$ cat src/source/apb_bridge_config.svh
// widths are fixed at build time; the register count must stay a power of two for the index decode
`ifndef APB_BRIDGE_CONFIG_SVH
`define APB_BRIDGE_CONFIG_SVH

// byte address width seen by the master and the register bank
// only bits 4 to 2 select a register, everything above bit 4 must be zero
`define APB_ADDR_WIDTH 12

// data path width, one register is one full word
`define APB_DATA_WIDTH 32

// number of registers in the bank
// index 0 holds the wait-state setting and index 1 the write counter
// all indices above 1 are plain scratch storage
`define APB_REG_COUNT 8

// width of the programmable wait-state value
// it is taken from the low bits of register 0, so up to seven wait cycles
`define APB_WAIT_WIDTH 3

`endif

$ cat src/source/apb_bridge_pkg.sv
// shared types of the bridge; widths come from the config header and are not meant to be overridden
`include "apb_bridge_config.svh"

package apb_bridge_pkg;

    // byte address and data word of one transfer
    typedef logic [`APB_ADDR_WIDTH-1:0] addr_t;
    typedef logic [`APB_DATA_WIDTH-1:0] data_t;

    // the word index sits right above the two byte-offset bits
    localparam int IDX_WIDTH = $clog2(`APB_REG_COUNT);
    localparam int IDX_LSB   = 2;

    // register index as decoded from the address
    typedef logic [IDX_WIDTH-1:0] idx_t;

    // number of wait cycles inserted into each access
    typedef logic [`APB_WAIT_WIDTH-1:0] wait_t;

    // the write counter wraps at this width, upper bits of register 1 read as zero
    localparam int WCOUNT_WIDTH = 16;

    // fixed roles of the two special registers
    localparam idx_t REG_WAIT   = idx_t'(0);
    localparam idx_t REG_WCOUNT = idx_t'(1);

    // two-phase APB state, idle and setup share the SETUP encoding
    typedef enum logic {
        SETUP  = 1'b0,
        ACCESS = 1'b1
    } phase_e;

endpackage

$ cat src/source/apb_phase_fsm.sv
// expects the master to hold psel, penable and payload steady until pready; one transfer in flight
`timescale 1ns/10ps

module apb_phase_fsm (
    input  logic                  clk_i,
    input  logic                  rst_n,

    // single-cycle style request from the upstream master
    input  logic                  psel_i,
    input  logic                  penable_i,
    input  logic                  pwrite_i,
    input  apb_bridge_pkg::addr_t paddr_i,
    input  apb_bridge_pkg::data_t pwdata_i,

    // end of access, coming from the wait timer
    input  logic                  pready_i,

    // compliant two-phase transfer towards the register bank
    output logic                  psel_o,
    output logic                  penable_o,
    output logic                  pwrite_o,
    output apb_bridge_pkg::addr_t paddr_o,
    output apb_bridge_pkg::data_t pwdata_o,

    // one-cycle pulse in the setup cycle of an accepted request
    output logic                  setup_fire_o
);

    import apb_bridge_pkg::*;

    phase_e state_q;
    phase_e state_d;
    logic   req;

    // the upstream master raises both strobes together, so either alone means nothing
    assign req = psel_i & penable_i;

    always_comb begin
        state_d = state_q;
        case (state_q)
            SETUP: begin
                if (req) begin
                    state_d = ACCESS;
                end
            end
            ACCESS: begin
                // wait states are handled entirely by the timer
                if (pready_i) begin
                    state_d = SETUP;
                end
            end
            default: state_d = SETUP;
        endcase
    end

    // select follows the request directly, enable marks the access phase only
    assign psel_o       = req;
    assign penable_o    = (state_q == ACCESS);
    assign setup_fire_o = req && (state_q == SETUP);

    always_ff @(posedge clk_i or negedge rst_n) begin
        if (!rst_n) begin
            state_q  <= SETUP;
            paddr_o  <= '0;
            pwrite_o <= 1'b0;
            pwdata_o <= '0;
        end else begin
            state_q <= state_d;
            // the payload is frozen for the whole access from here on
            if (setup_fire_o) begin
                paddr_o  <= paddr_i;
                pwrite_o <= pwrite_i;
                // read requests leave the last write data in place
                if (pwrite_i) begin
                    pwdata_o <= pwdata_i;
                end
            end
        end
    end

    // the access phase is only legal while the master still holds the request
    assert property (@(posedge clk_i) disable iff (!rst_n)
        penable_o |-> psel_o);

    // the timer must never finish a transfer this FSM has not started
    assert property (@(posedge clk_i) disable iff (!rst_n)
        pready_i |-> (state_q == ACCESS));

endmodule

$ cat src/source/apb_wait_timer.sv
// the wait value is sampled only at start, so a later change of the config affects the next access
`timescale 1ns/10ps
`include "apb_bridge_config.svh"

module apb_wait_timer (
    input  logic                  clk_i,
    input  logic                  rst_n,

    // setup cycle of a new transfer
    input  logic                  start_i,

    // programmed number of wait states
    input  apb_bridge_pkg::wait_t wait_cfg_i,

    // one-cycle strobe that closes the access
    output logic                  pready_o
);

    import apb_bridge_pkg::*;

    wait_t count_q;
    logic  busy_q;

    // the first access cycle already sees the loaded value, so W waits give 1 + W access cycles
    always_ff @(posedge clk_i or negedge rst_n) begin
        if (!rst_n) begin
            count_q <= '0;
            busy_q  <= 1'b0;
        end else begin
            if (start_i) begin
                count_q <= wait_cfg_i;
                busy_q  <= 1'b1;
            end else if (busy_q) begin
                if (count_q == '0) begin
                    // pready is high in this cycle, the transfer ends here
                    busy_q <= 1'b0;
                end else begin
                    count_q <= count_q - 1'b1;
                end
            end
        end
    end

    // ready is a pure function of the counter, never held past one cycle
    assign pready_o = busy_q && (count_q == '0);

    // the FSM may not start a second transfer before the first has ended
    assert property (@(posedge clk_i) disable iff (!rst_n)
        start_i |-> !busy_q);

    // an idle timer must stay silent
    assert property (@(posedge clk_i) disable iff (!rst_n)
        pready_o |-> busy_q);

    // each started access ends within the largest programmable wait
    assert property (@(posedge clk_i) disable iff (!rst_n)
        start_i |=> ##[0:(2**`APB_WAIT_WIDTH)-1] pready_o);

endmodule

$ cat src/source/apb_reg_bank.sv
// no byte strobes; writes are whole words and register 1 is read-only, out-of-range indices give pslverr
`timescale 1ns/10ps
`include "apb_bridge_config.svh"

module apb_reg_bank (
    input  logic                  clk_i,
    input  logic                  rst_n,

    // two-phase transfer from the phase FSM
    input  logic                  psel_i,
    input  logic                  penable_i,
    input  logic                  pwrite_i,
    input  apb_bridge_pkg::addr_t paddr_i,
    input  apb_bridge_pkg::data_t pwdata_i,

    // last access cycle, from the wait timer
    input  logic                  pready_i,

    // response, valid together with pready
    output apb_bridge_pkg::data_t prdata_o,
    output logic                  pslverr_o,

    // current wait-state setting for the timer
    output apb_bridge_pkg::wait_t wait_cfg_o
);

    import apb_bridge_pkg::*;

    data_t                   regs_q [`APB_REG_COUNT];
    idx_t                    idx;
    logic                    addr_err;
    logic                    done;
    logic                    wr_commit;
    logic [WCOUNT_WIDTH-1:0] wcount_next;

    // word index from bits 4 to 2, the byte offset bits are ignored
    assign idx = paddr_i[IDX_LSB +: IDX_WIDTH];

    // any set bit above the index field points past the eighth register
    assign addr_err = |paddr_i[`APB_ADDR_WIDTH-1:IDX_LSB+IDX_WIDTH];

    // the last access cycle, the only one in which anything is committed or returned
    assign done = psel_i & penable_i & pready_i;

    // writes outside the bank are dropped here and answered with an error
    assign wr_commit = done & pwrite_i & ~addr_err;

    // the counter lives in the low bits of register 1 and wraps on overflow
    assign wcount_next = regs_q[REG_WCOUNT][WCOUNT_WIDTH-1:0] + 1'b1;

    always_ff @(posedge clk_i or negedge rst_n) begin
        if (!rst_n) begin
            for (int i = 0; i < `APB_REG_COUNT; i++) begin
                regs_q[i] <= '0;
            end
        end else if (wr_commit) begin
            // register 1 belongs to the counter, writes to it are silently ignored
            if (idx != REG_WCOUNT) begin
                regs_q[idx]        <= pwdata_i;
                regs_q[REG_WCOUNT] <= data_t'(wcount_next);
            end
        end
    end

    // read data is driven only in the completing cycle of a valid read
    always_comb begin
        prdata_o = '0;
        if (done && !pwrite_i && !addr_err) begin
            prdata_o = regs_q[idx];
        end
    end

    // error strobe coincides with pready for reads and writes alike
    assign pslverr_o = done & addr_err;

    // the timer samples this at the next setup, so a new value applies to the next transfer
    assign wait_cfg_o = regs_q[REG_WAIT][`APB_WAIT_WIDTH-1:0];

    // an error response is only ever given as the end of an access
    assert property (@(posedge clk_i) disable iff (!rst_n)
        pslverr_o |-> (pready_i && penable_i));

endmodule

$ cat src/source/apb_bridge_top.sv
// one upstream master and one register bank; the master must hold its request until pready_o
`timescale 1ns/10ps

module apb_bridge_top (
    input  logic                  clk_i,
    input  logic                  rst_n,

    // upstream request, psel and penable rise together
    input  logic                  psel_i,
    input  logic                  penable_i,
    input  logic                  pwrite_i,
    input  apb_bridge_pkg::addr_t paddr_i,
    input  apb_bridge_pkg::data_t pwdata_i,

    // response straight from the bank and the timer
    output apb_bridge_pkg::data_t prdata_o,
    output logic                  pready_o,
    output logic                  pslverr_o
);

    import apb_bridge_pkg::*;

    // converted transfer between the FSM and the bank
    logic  apb_psel;
    logic  apb_penable;
    logic  apb_pwrite;
    addr_t apb_paddr;
    data_t apb_pwdata;

    // timing control
    logic  setup_fire;
    logic  pready;
    wait_t wait_cfg;

    apb_phase_fsm u_phase_fsm (
        .clk_i        (clk_i),
        .rst_n        (rst_n),
        .psel_i       (psel_i),
        .penable_i    (penable_i),
        .pwrite_i     (pwrite_i),
        .paddr_i      (paddr_i),
        .pwdata_i     (pwdata_i),
        .pready_i     (pready),
        .psel_o       (apb_psel),
        .penable_o    (apb_penable),
        .pwrite_o     (apb_pwrite),
        .paddr_o      (apb_paddr),
        .pwdata_o     (apb_pwdata),
        .setup_fire_o (setup_fire)
    );

    apb_wait_timer u_wait_timer (
        .clk_i      (clk_i),
        .rst_n      (rst_n),
        .start_i    (setup_fire),
        .wait_cfg_i (wait_cfg),
        .pready_o   (pready)
    );

    apb_reg_bank u_reg_bank (
        .clk_i      (clk_i),
        .rst_n      (rst_n),
        .psel_i     (apb_psel),
        .penable_i  (apb_penable),
        .pwrite_i   (apb_pwrite),
        .paddr_i    (apb_paddr),
        .pwdata_i   (apb_pwdata),
        .pready_i   (pready),
        .prdata_o   (prdata_o),
        .pslverr_o  (pslverr_o),
        .wait_cfg_o (wait_cfg)
    );

    // the timer strobe doubles as the upstream ready
    assign pready_o = pready;

endmodule

$ cat config.mk
export PLATFORM = sky130hd
export DESIGN_NAME = apb_bridge_top
export DESIGN_NICKNAME = d
export VERILOG_FILES = /design/src/source/apb_bridge_pkg.sv /design/src/source/apb_phase_fsm.sv /design/src/source/apb_wait_timer.sv /design/src/source/apb_reg_bank.sv /design/src/source/apb_bridge_top.sv
export VERILOG_INCLUDE_DIRS = /design/src /design/src/source
export SDC_FILE = /design/constraint.sdc
export NUM_CORES = 1
export LEC_CHECK = 0
export BUFFER_PORTS_ARGS = -buffer_cell sky130_fd_sc_hd__buf_2
export CAP_MARGIN = 20
export CORE_MARGIN = 4
export CORE_UTILIZATION = 60
export CTS_CLUSTER_SIZE = 25
export DETAILED_ROUTE_END_ITERATION = 7
export HOLD_SLACK_MARGIN = 0.05
export PLACE_DENSITY = 0.79
export SLEW_MARGIN = 20
export SYNTH_ARGS = -nofsm -noshare
export SYNTH_HDL_FRONTEND = slang
export SYNTH_SLANG_ARGS = --single-unit
export TNS_END_PERCENT = 1
$ cat constraint.sdc
create_clock -name clk_i -period 7.65 [get_ports clk_i]
set_input_delay 1.1475 -clock clk_i [delete_from_list [all_inputs] [get_ports clk_i]]
set_output_delay 1.1475 -clock clk_i [all_outputs]
set_load 0.005 [all_outputs]
==> key figures <==
Cells and area
  – Diodes inserted: 0
  – Post-route cell area: 0.0148 mm^2
  – Final nets: 1,059
  – Synthesis-to-finish area growth: 10.3%
  – Share of layout cells above drive strength 1: 0.424

Floorplan
  – Initial Utilization: 0.614
  – Die Area: 0.0248 mm^2
  – Die Wd: 158 um
  – Core Rows: 54
  – Core box area: 0.0219 mm^2
  – Num ports: 83
  – Chip height: 158 um

Power
  – Static leakage: 7.55 nW
  – P per Cell Area: 289 mW/mm^2
  – Peak VDD IR: 0.212 mV

Hold path
  – Min-delay src: u_reg_bank.regs_q[207]
  – Hold path depth: 1
  – Hold worst-path end: u_reg_bank.regs_q[207]
  – HP Class: reg2reg

STA
  – Worst-Margin Slew: 1.12 ns
  – Final setup vio count: 0
  – Final-report hold violation count: 0
  – Clock skew: 0.0193 ns
  – Crit share post-route: 0.655
  – Worst rel slew slack: 0.246
  – Post-layout minimum cycle time: 5.01 ns
  – Maximum clock rate: 0.200 GHz
  – RSZ-0062 raised after global routing: false
  – Setup TNS: 0 ns
  – Max Transition Viols Final: 0

Worst setup path
  – Crit path max fanout: 26
  – CP endpoint kind: output port
  – R2r endpoint: u_reg_bank.regs_q[72]
  – Reg-to-reg setup timing slack: 3.48 ns
  – Crit start category: register
  – R2R depth: 6
  – Critical Path AT: 3.86 ns
  – Crit path from: u_phase_fsm.paddr_o[7]
  – Type of the worst setup path: reg2out
  – Worst EP required: 6.50 ns
  – R2r startpoint: u_phase_fsm.paddr_o[3]

Clocking
  – Clock buffer depth: 3
  – Post-CTS Setup Bufs: 0
  – Worst skew pair latency: 0.56 ns
  – Cts bufs inserted: 30
  – H-tree levels: 1
  – Total clock sinks: 288
  – Post_cts resized: 0
  – Clock-pin slew on the worst setup and hold paths: 0.06 ns
  – Root Buffer: clkbuf_16
  – # hold bufs at CTS: 0
  – CTS tree: yes

Synth
  – EDFF count, synth: 0
  – Synth Cell Area: 0.0134 mm^2
  – Compound-Gate Fraction of Synth Area: 0.0604
  – Most frequent cell after synthesis: dfrtp_1
  – Netlist cell types: 47
  – Mapped Cells: 955
  – Combinational family with the most area after synthesis: multiplexers
  – Post-synth top cells: dfrtp_1 (288), mux2_2 (177), mux2_4 (90)
  – Post-synthesis sequential area ratio: 0.536
  – Synth async-reset ratio: 1.00
  – Syn nets: 1,007
  – Ranking of synthesized cells by area: dfrtp_1 (54%), mux2_2 (15%), mux2_4 (10%)
  – Post-Syn Area per Cell: 14.1 um^2
  – Mux cell area share after synthesis: 0.296
  – Adder-Cell Fraction of Synth Area: 0.00279
  – Synth warnings: 0
  – Yosys top cell area share: 0.536
  – Xor and xnor area share after synthesis: 0.0111
  – Main flop type after synthesis: dfrtp_1
  – Yosys top cell by area: dfrtp_1
  – Post-synthesis simple-gate area fraction: 0.0563
  – FF+latch count, synth: 288

Route
  – Starting DRT DRC Count: 565
  – Vias/cell: 6.34
  – Post-route ant nets: 0
  – DRT Wirelength: 30.9 mm
  – Residual DRC: 0
  – Drt first pass iters: 5
  – Via count: 8,287
  – Drt wl/cell: 23.6 um

Global routing
  – Via count of the first global-routing pass: 8,872
  – First-pass GRT wire length: 49.2 mm
  – Initial antenna violation count: 0
  – Grt ovf: 0
  – Largest net degree at the start of global routing: 182
  – GRT Util Overall: 0.252

Placed design
  – Port Buf Inserts: 80
  – Routability cong.: 0.819
  – Placed Area: 0.0138 mm^2
  – Hpwl dp: 17.3 mm

Outcome
  – Status: finished clean

Flow run
  – Max-cap violations: 0
## worst max-delay path: stages, from the launching register on
cell       delay [ns]
dfrtp_1          0.40
nor4_2           0.47
nand2_1          0.56
or3_1            0.66
buf_4            0.34
a2111oi_0        0.63
buf_2            0.24
## final cells by class
cell class	count	area, um^2
well taps	280	350
inverters	9	33.8
clock buffers	42	876
clock inverters	11	91.3
flip-flops and latches	288	7210
multi-input cells	587	5750
fillers	1526	7080
repair buffers	91	505
## sequential cells by signal, indices dropped and copies added (netlist names)
name	flops
u_phase_fsm.penable_o	1
u_phase_fsm.pwrite_o	1
u_reg_bank.regs_q	237
u_reg_bank.wait_cfg_o	3
u_phase_fsm.paddr_o	10
u_phase_fsm.pwdata_o	32
u_wait_timer.busy_q	1
u_wait_timer.count_q	3
## placed cells by master, fill, tap and decap left out, types with 11 or more instances in the layout
cell         n
mux2_4      90
nand2_1     57
mux4_2      15
a221oi_1    11
a21oi_1     14
clkbuf_16   30
a211oi_1    16
o221ai_1    27
mux2_1      22
nor2_1      18
xor2_1      15
dfrtp_1    285
mux2_2     177
o22ai_1     18
buf_2       79
nor3_1      19
## stage by stage
step / hold slack (ns) / worst slack [ns] / total power [mW] / std cells / utilization
floorplan: 0.437 / 3.98 / 2.50 / 955 / -
CTS: 0.479 / 2.73 / 4.30 / 1308 / 0.677
detailed placement: 0.463 / 3.23 / 2.87 / 1255 / 0.632
global route: 0.492 / 2.47 / 4.48 / 1308 / 0.677
finish: 0.476 / 2.64 / 4.28 / 1308 / 0.677
global placement: 0.460 / 3.22 / 2.84 / 1255 / 0.632
## cells by family after synthesis
kind of cell / count (synthesis)
simple gates: 147
fa+ha+maj: 3
flops: 288
compound gates: 111
mux: 309
buf+inv: 80
xor+xnor: 17
## power breakdown
part | internal (mW) | total [mW] | switching, mW
sequential | 1.66 | 1.93 | 0.265
combinational | 0.356 | 0.929 | 0.573
clock | 0.827 | 1.42 | 0.597
## routing by layer
layer / up-vias / wire length (um) / GRT usage / share of wire
li1: 3627 / - / - / -
met1: 4324 / 13300 / 0.352 / 0.43
met2: 274 / 14900 / 0.411 / 0.48
met3: 62 / 1800 / 0.0407 / 0.058
met4: 0 / 823 / 0.0811 / 0.027
met5: - / 0 / 0 / 0
## worst max path at each step
| stage | endpoint | slack (ns) | cells after the start |
|---|---|---|---|
| after CTS | prdata_o[29] | 2.73 | 6 |
| after global placement | prdata_o[29] | 3.22 | 7 |
| after detailed placement | prdata_o[29] | 3.23 | 7 |
| after floorplan | prdata_o[29] | 3.98 | 6 |
| after global routing | prdata_o[29] | 2.47 | 6 |
| final | prdata_o[29] | 2.64 | 6 |
Power figures use the tool's default switching activity.
